## config.mk

```make
export PLATFORM = sky130hd
export DESIGN_NAME = execution
export DESIGN_NICKNAME = d
export VERILOG_FILES = /design/src/hw/procIsaPkg.sv /design/src/hw/procCtrlPkg.sv /design/src/hw/execution.sv
export SDC_FILE = /design/constraint.sdc
export NUM_CORES = 1
export LEC_CHECK = 0
export ABC_AREA = 1
export BUFFER_PORTS_ARGS = -buffer_cell sky130_fd_sc_hd__buf_4
export CAP_MARGIN = 20
export CORE_MARGIN = 2
export CORE_UTILIZATION = 50
export DETAILED_ROUTE_END_ITERATION = 6
export PLACE_DENSITY = 0.85
export SLEW_MARGIN = 20
export SYNTH_ARGS = -nofsm -noshare
export SYNTH_HDL_FRONTEND = slang
export SYNTH_SLANG_ARGS = --single-unit
```

## constraint.sdc

```tcl
create_clock -name vclk -period 2.42
set_clock_uncertainty 0.05 [all_clocks]
set_input_delay 0.121 -clock vclk [all_inputs]
set_output_delay 0.121 -clock vclk [all_outputs]
set_load 0.05 [all_outputs]
```

## src/hw/procIsaPkg.sv

```systemverilog
//##########################################################################
// Instruction-set definitions for the 16-bit single-cycle processor
// Word and index types, opcode and ALU function encodings, field positions
//##########################################################################
package procIsaPkg;

   localparam int WordW   = 16;
   localparam int RegIdxW = 3;
   localparam int AddrW   = 8;   // Word addresses for both memories
   localparam int OpW     = 5;
   localparam int FuncW   = 2;

   typedef logic [WordW-1:0]   word_t;
   typedef logic [WordW-1:0]   instr_t;
   typedef logic [RegIdxW-1:0] regIdx_t;
   typedef logic [AddrW-1:0]   imemAddr_t;
   typedef logic [AddrW-1:0]   dmemAddr_t;

   typedef enum logic [OpW-1:0] {
      OpNop   = 5'b00000,
      OpHalt  = 5'b00001,
      OpJ     = 5'b00100,
      OpJal   = 5'b00110,
      OpAddi  = 5'b01000,
      OpBeqz  = 5'b01100,
      OpBnez  = 5'b01101,
      OpSt    = 5'b10000,
      OpLd    = 5'b10001,
      OpLbi   = 5'b11000,
      OpRtype = 5'b11011,   // Function code picks the ALU op
      OpSeq   = 5'b11100,
      OpSlt   = 5'b11101
   } opcode_t;

   typedef enum logic [FuncW-1:0] {
      AluAdd = 2'b00,
      AluSub = 2'b01,
      AluAnd = 2'b10,
      AluXor = 2'b11
   } aluFunc_t;

   // Field positions
   localparam int OpMsb     = 15;
   localparam int OpLsb     = 11;
   localparam int RsMsb     = 10;
   localparam int RsLsb     = 8;
   localparam int RtMsb     = 7;
   localparam int RtLsb     = 5;
   localparam int RdMsb     = 4;   // R-form destination
   localparam int RdLsb     = 2;
   localparam int FuncMsb   = 1;
   localparam int FuncLsb   = 0;
   localparam int IrdMsb    = 7;   // I-form destination
   localparam int IrdLsb    = 5;
   localparam int Imm5Msb   = 4;
   localparam int Imm8Msb   = 7;
   localparam int Disp11Msb = 10;

   localparam regIdx_t LinkReg = 3'd7;   // Written by jal

endpackage

```

## src/hw/procCtrlPkg.sv

```systemverilog
//##########################################################################
// Control definitions for the single-cycle processor
// Source selects and the per-instruction control word built by decode
//##########################################################################
package procCtrlPkg;

   typedef enum logic {
      SrcBReg,
      SrcBImm5
   } aluSrcB_t;

   typedef enum logic [2:0] {
      WbAlu,
      WbMem,
      WbImm,
      WbPcPlusOne,
      WbCmp
   } wbSrc_t;

   typedef enum logic [1:0] {
      PcSeq,
      PcBeqz,
      PcBnez,
      PcJump
   } pcSrc_t;

   typedef struct packed {
      procIsaPkg::aluFunc_t aluFunc;
      aluSrcB_t             aluSrcB;
      wbSrc_t               wbSrc;
      pcSrc_t               pcSrc;
      logic                 regWrite;
      procIsaPkg::regIdx_t  regDst;
      logic                 memWrite;
      logic                 cmpLess;    // 1 for slt, 0 for seq
      logic                 halt;
      logic                 illegal;
   } ctrl_t;

endpackage

```

## src/hw/execution.sv

```systemverilog
//##########################################################################
// Execution stage with ALU, signed/equal compare and next-PC selection
//##########################################################################
`timescale 1ns/1ps

module execution (
   input  procCtrlPkg::ctrl_t ctrl,
   input  procIsaPkg::word_t  pcPlusOne,
   input  procIsaPkg::word_t  rsData,
   input  procIsaPkg::word_t  rtData,
   input  procIsaPkg::word_t  imm5Ext,
   input  procIsaPkg::word_t  disp11Ext,
   input  procIsaPkg::word_t  imm8Ext,
   output procIsaPkg::word_t  aluOut,
   output logic               cmpFlag,
   output procIsaPkg::word_t  nextPc
);
   import procIsaPkg::*;
   import procCtrlPkg::*;

   word_t opB;
   word_t branchTgt;
   word_t jumpTgt;
   logic  eqFlag;
   logic  ltFlag;
   logic  rsZero;

   assign opB = (ctrl.aluSrcB == SrcBImm5) ? imm5Ext : rtData;

   always_comb begin
      case (ctrl.aluFunc)
         AluAdd:  aluOut = rsData + opB;
         AluSub:  aluOut = rsData - opB;   // rs minus rt
         AluAnd:  aluOut = rsData & opB;
         AluXor:  aluOut = rsData ^ opB;
         default: aluOut = rsData + opB;
      endcase
   end

   assign eqFlag  = (rsData == rtData);
   assign ltFlag  = ($signed(rsData) < $signed(rtData));
   assign cmpFlag = ctrl.cmpLess ? ltFlag : eqFlag;

   // Targets are relative to the following word
   assign branchTgt = pcPlusOne + imm8Ext;
   assign jumpTgt   = pcPlusOne + disp11Ext;
   assign rsZero    = (rsData == '0);

   always_comb begin
      case (ctrl.pcSrc)
         PcSeq:   nextPc = pcPlusOne;
         PcBeqz:  nextPc = rsZero ? branchTgt : pcPlusOne;
         PcBnez:  nextPc = rsZero ? pcPlusOne : branchTgt;
         PcJump:  nextPc = jumpTgt;
         default: nextPc = pcPlusOne;
      endcase
   end

endmodule

```

Word-level counts from Yosys, hierarchy flattened

Cells that the tools add are included.

Bits of input ports: 112
Logic and storage cells: 23
Register bits after elaboration: 0
Output and inout port bits: 33

Equality and inequality tests: 7
Reduce and logical (&&, ||, !) cells: 3
Magnitude comparators: 1
Multiplexer cells: 6
Bitwise gates (word level): 2
Add/sub/neg operators: 4

Operators with widths:

| operator           | count |
|---|---|
| $pmux 16 s4        | 2 |
| $add 16x16->16     | 3 |
| $mux 16            | 3 |
| $and 16x16->16     | 1 |
| $eq 16x16->1       | 1 |
| $logic_not 16->1   | 1 |
| $lt 16x16->1       | 1 |
| $sub 16x16->16     | 1 |
| $xor 16x16->16     | 1 |
| $eq 2x2->1 const B | 4 |
| $eq 2x1->1 const B | 2 |
| $logic_not 2->1    | 2 |
| $mux 1             | 1 |

Depth between registers and ports, before layout

Gate-level depths: netlist (run 1).

Depth after elaboration: 3
Depth in mapped cells: 21
Gate-level depth less buffers: 19

Least setup slack after synthesis (run 1)

No wires, ideal clock.

Kind: input to output
Start point: input ctrl[13] (netlist name)
End point: output aluOut[12]
Arrival: 2738 ps
Data required time: 2249 ps
Stages: 18
Setup slack: -489 ps
Path buffers: 2
Cells stage by stage: buf_6 inv_8 buf_12 nand2_4 nand2_4 nand2_1 nor2_1 nand3_1 nor2_2 a21oi_1 xor2_1 ha_1 nand2_1 nor4_1 nand2_1 nand4_1 nand2_1 o21bai_1

Cells in the longest elaborated chain, start to end: 3
Elaborated cells on any way between the ends: 6
Those cells by class: 2 x add/sub; 2 x mux; 2 x bitwise

RTL lines:

| what                                         | RTL line        | text |
|---|---|---|
| start, declared                              | execution.sv:7  | `input procCtrlPkg::ctrl_t ctrl,` |
| $mux 16 (*)                                  | execution.sv:28 | `assign opB = (ctrl.aluSrcB == SrcBImm5) ? imm5Ext : rtData;` |
| $sub 16x16->16, or another cell as far along | execution.sv:33 | `AluSub: aluOut = rsData - opB;` |
| $pmux 16 s4 (*)                              | execution.sv:31 | `case (ctrl.aluFunc)` |
| end, declared                                | execution.sv:14 | `output procIsaPkg::word_t aluOut,` |

Every way passes the cells marked *; elsewhere a longest branch is shown, timed or not.

Final worst setup path (run 1)

Start point: input ctrl[13] (netlist name)
End point: output aluOut[7]

Same word-level chain as after synthesis.

==> reports/qor.yml, run 1 <==
layout:
  stdcell_area_sq_um: 7030
  seqCellArea_sq_um: 0
  nClkBuffers: 0
  area_delta_synth_final_pct: 51.9
  seq_cells: 0
  nets: 1278
  drive_gt1_frac: 0.332
  insertedDiodeCount: 0
sta:
  finalSetupTns_ns: -3.13
  period_share: 1.15
  worst_slew_pin_slew_ns: 0.569
  finalHoldViolCount: 0
  setup_slack_ns: -0.370
  setup_viol_count_final: 11
  holdWs_ns: 0.583
  min_period_ns: 2.79
  slew_headroom: 0.620
  maxSlewViolCount: 0
  fmax_mhz: 358
  rsz0062_at_grt: "yes"
grt:
  grt_max_degree: 16
  antenna_found_initial: 0
  grt_pass1_vias: 6234
  grt_pass1_wl_um: 27300
  grt.overflow.total: 0
  grt.total_usage: 0.327
power:
  vdd_drop_max_uv: 209
  p_leak_nw: 4.10
  power.density_nw_per_um2: 347
status:
  violations: "negative setup slack"
  status: "complete, but fails checks"
floorplanning:
  initial_core_util: 0.508
  row_count: 35
  core_area_sq_um: 9110
  dieArea_sq_um: 10000
  die_y_um: 100
  ios: 145
  fp.dieW_um: 100
detailed_routing:
  drt_iter0_drc: 280
  viasPerCell: 5.49
  detail-route-antenna-nets: 0
  routed-via-count: 6559
  firstDrtPassIters: 5
  drc: 0
  avgRoutedWirePerCell_um: 14.9
  routed_wl_um: 17800
flow_run:
  maxCapViolCount: 0
synth:
  syn_avg_cell_area_sq_um: 5.35
  synth_nets: 1058
  yosysSeqAreaShare: 0
  syn-instance-count: 865
  synth_area_sq_um: 4620
  yosysWarnings: 0
  synth_cell_types: 40
worst_setup_path:
  arrival_ns: 2.62
  critPathKind: "in -> out"
  startpoint_type: "input port"
  cp.required_ns: 2.25
  critPathCaptureType: "output pin"
  worstPathMaxFanout: 8
  cp_slowest_stage_delay_ns: 0.30
  crit_chain: "buf_12 > inv_12 > nand2_4 > nand2_4 > inv_2 > nor2_4 > nand2_2 > o31ai_4 > xor2_1 > ha_1 > a21o_1 > nor2_2 > nand2_2 > a21oi_2 > o21ai_1 > nand3_1 > buf_6"
  crit_slowest_cell: "ha_1"
placed_design:
  dpl_cell_area_sq_um: 6350
  port_buffers: 135
  place.gp.congestion: 0.998
  dp_hpwl_um: 12800
clock_network:
  ctsHoldBuffers: 0
hold_path:
  hold_path_class: "in -> out"
-- synthesized netlist by cell type (2+ instances only) --
library cell	count	area, sq um
nand2_2	16	100
nand3_1	76	380
clkbuf_1	2	7.51
nor2_1	46	173
xor2_1	16	140
a21oi_1	60	300
xnor2_1	6	52.6
nand4_1	6	37.5
and2_1	2	12.5
a21o_1	3	22.5
nor2_2	5	31.3
nand2_4	2	22.5
ha_1	78	976
a22o_1	5	43.8
o21bai_1	11	82.6
o21ai_0	30	150
fa_1	3	60.1
or2_2	4	25.0
o21ai_1	2	10.0
nand3b_1	6	45.0
buf_2	2	10.0
a31oi_1	2	12.5
nor3_1	11	55.1
nand2_1	297	1110
o211ai_1	6	45.0
inv_1	153	574
o21ai_2	2	17.5
-- per-stage QoR --
step | total power [mW] | instances | setup slack (ns) | utilization
after detailed placement | 2.03 | 1178 | -0.462 | 0.697
after floorplan | 1.32 | 865 | -0.0765 | -
after global placement | 2.00 | 1178 | -0.434 | 0.697
after CTS | 2.21 | 1190 | -0.206 | 0.749
after global routing | 2.62 | 1194 | -0.455 | 0.771
final | 2.44 | 1194 | -0.370 | 0.771
-- power breakdown --
group	switching, mW	internal, mW
Clock	0	0
Sequential	0	0
Combinational	1.46	0.980
Total	1.46	0.980
-- kinds of logic after synthesis --
| logic type | count (synthesis) | share of synthesized area |
|---|---|---|
| buf+inv | 164 | 0.144 |
| compound gates | 126 | 0.157 |
| simple gates | 472 | 0.433 |
| xor+xnor | 22 | 0.0417 |
| fa+ha+maj | 81 | 0.224 |
-- final cells by class --
type / instances / area [sq um]
tap: 111 / 139
fill: 673 / 2080
inverter: 156 / 601
timing repair buffer: 226 / 1810
multi-input combinational: 701 / 4480
-- layer usage --
metal	up-vias	GRT usage	wire length (um)
met5	-	0	0
met4	0	0.114	865
met3	92	0.0230	1280
met2	331	0.627	8770
met1	2910	0.378	6890
li1	3226	-	-
-- worst paths after layout --
path                    startpoint        end  slack, ns  depth (start not counted)
worst min-delay path  pcPlusOne[0]  nextPc[0]       0.58                          4
worst max-delay path      ctrl[13]  aluOut[7]      -0.37                         17
-- critical path, delay by kind of cell --
kind	cells	cell delay (ns)
simple gates	7	0.91
xor+xnor	1	0.20
buf+inv	4	0.44
fa+ha+maj	1	0.30
compound gates	4	0.64
-- cell usage in the layout, fill, tap and decap left out, types with 6 or more instances in the layout --
master	instances
xnor2_1	6
buf_6	8
nor2_4	6
nand3b_1	6
nand4_1	6
nor3_1	8
a21oi_1	44
nand2_1	260
nand3_1	63
xor2_1	16
o21ai_1	7
buf_8	7
nand2_2	42
ha_1	76
buf_4	209
o21ai_0	21
nor2_1	40
a21oi_2	14
o211ai_1	6
nand2_4	13
inv_2	10
nand3_2	11
inv_1	143
-- what timing repair did --
item | CTS | global route
gates resized for setup | 101 | 49
setup buffers | 11 | 5
cloned | 1 | 0
endpoints found under the setup margin | 12 | 12
pin swaps | 48 | 31
Note: power is estimated with default switching activity, not from simulation.
==> run 2: changes to the inputs <==
--- a/config.mk
+++ b/config.mk
@@ -12,6 +12,7 @@
 export CORE_UTILIZATION = 50
 export DETAILED_ROUTE_END_ITERATION = 6
 export PLACE_DENSITY = 0.85
+export SKIP_LAST_GASP = 1
 export SLEW_MARGIN = 20
 export SYNTH_ARGS = -nofsm -noshare
 export SYNTH_HDL_FRONTEND = slang
==> constraint.sdc (replaced) <==
create_clock -name vclk -period 2.42
set_clock_uncertainty 0.05 [all_clocks]
set_input_delay 0.242 -clock vclk [all_inputs]
set_output_delay 0.242 -clock vclk [all_outputs]
set_load 0.05 [all_outputs]
==> run 2 against run 1 <==
The flow still finishes with violations (negative setup slack). Hold slack better by 0.25 ns. Power up 5.4%. Critical path depth grew 3. Count of clock-buffer cells in the layout is the same. Largest power group unchanged. Non-clock buffer count increased by 9. Setup slack worse by 0.27 ns. Cell count is 0.75% higher. Critical path type unchanged. Via count increased by 1.6%.
==> reports/qor.yml, run 2 (synthesis gave the netlist of run 1 again) <==
layout:
  seq_cells: 0
  nClkBuffers: 0
  final_common_cell: "nand2_1"
  stdcell_area_sq_um: 7320
  n_fill_cell: 610
  drive_gt1_frac: 0.359
  seqCellArea_sq_um: 0
  nets: 1287
  final_cell_mix: "nand2_1 (257), buf_4 (212), inv_1 (139), ha_1 (74), nand3_1 (58)"
  insertedDiodeCount: 0
  area_delta_synth_final_pct: 58.3
sta:
  period_share: 1.26
  setup_slack_ns: -0.636
  min_period_ns: 3.06
  finalHoldViolCount: 0
  worst_slew_pin_slew_ns: 0.561
  setup_viol_count_final: 13
  slew_headroom: 0.625
  holdWs_ns: 0.831
  fmax_mhz: 327
  rsz0062_at_grt: "yes"
  maxSlewViolCount: 0
floorplanning:
  row_count: 35
  initial_core_util: 0.508
  ios: 145
  fp.dieW_um: 100
  core_area_sq_um: 9110
  dieArea_sq_um: 10000
  die_y_um: 100
power:
  vdd_drop_max_uv: 193
  p_int_mw: 1.06
  power.density_nw_per_um2: 351
  switching_share: 0.587
  pwr-share-clk: 0
  p_sw_mw: 1.51
  p_seq_frac: 0
  p_leak_nw: 4.22
  combPwrFrac: 1.000
  power.total_mw: 2.57
grt:
  grt_pass1_wl_um: 26500
  antenna_found_initial: 0
  grt_max_degree: 18
  grt_pass1_vias: 6080
  grt.total_usage: 0.316
  grt.overflow.total: 0
status:
  status: "complete, but fails checks"
  violations: "negative setup slack"
worst_setup_path:
  cp_top_family: "simple AND/OR/NAND/NOR gates"
  crit_slowest_cell: "ha_1"
  crit_chain: "buf_12 > inv_16 > nand2_4 > nand2_4 > nand2_4 > nor2_4 > a31oi_2 > xor2_1 > ha_1 > nand2_2 > nor3_4 > buf_4 > buf_4 > buf_4 > nand3_1 > nand2_1 > a21oi_1 > o21ai_1 > nand2_2 > buf_8"
  startpoint_type: "input port"
  crit_buf_inv: 6
  arrival_ns: 2.76
  cp.required_ns: 2.13
  worstPathMaxFanout: 8
  critPathCaptureType: "output pin"
  cp_slowest_stage_delay_ns: 0.37
  critPathKind: "in -> out"
detailed_routing:
  avgRoutedWirePerCell_um: 15.2
  routed_wl_um: 18300
  viasPerCell: 5.54
  firstDrtPassIters: 5
  detail-route-antenna-nets: 0
  routed-via-count: 6663
  drt_iter0_drc: 295
  drc: 0
placed_design:
  place.gp.congestion: 0.984
  dp_hpwl_um: 13100
  port_buffers: 135
  dp_slack_ns: -0.701
  dpl_cell_area_sq_um: 6540
clock_network:
  ctsHoldBuffers: 0
hold_path:
  hold_path_class: "in -> out"
flow_run:
  maxCapViolCount: 0
run 2: path summary, 6_finish.rpt:
check               startpoint         end  slack [ns]  depth (start not counted)
setup / recovery      ctrl[13]  aluOut[10]       -0.64                         20
hold / removal    pcPlusOne[0]   nextPc[0]        0.83                          4
run 2: layer usage:
layer  share of wire  vias to the layer above  GRT usage
li1                -                     3233          -
met1            0.37                     2991      0.358
met2            0.50                      352      0.624
met3           0.075                       87     0.0202
met4           0.052                        0     0.0991
met5               0                        -          0
run 2: layout make-up:
cell class	count	area, sq um	area share
Inverter	156	604	0.0826
Multi-Input combinational cell	701	4650	0.635
Tap cell	111	139	0.0190
Timing Repair Buffer	235	1930	0.263
run 2: power by group through the flow:
stage	registers [mW]	logic, mW	clock network (mW)
after floorplan	0	1.38	0
after global routing	0	2.75	0
after CTS	0	2.26	0
after global placement	0	2.08	0
final	0	2.57	0
after detailed placement	0	2.11	0
run 2: metrics by stage:
step	cells	setup TNS (ns)	utilization
6_report	1203	-6.66	0.803
5_1_grt	1203	-7.72	0.803
4_1_cts	1192	-4.13	0.756
3_5_place_dp	1186	-7.26	0.718
3_3_place_gp	1186	-6.34	0.718
2_1_floorplan	865	-2.63	-
run 2: timing repair:
action	4_1_cts	5_1_grt
endpoints found under the setup margin	15	21
endpoints found under the hold margin	0	0
gates resized for setup	73	91
buffers inserted	6	11
pin swaps	27	56
cloned	1	0
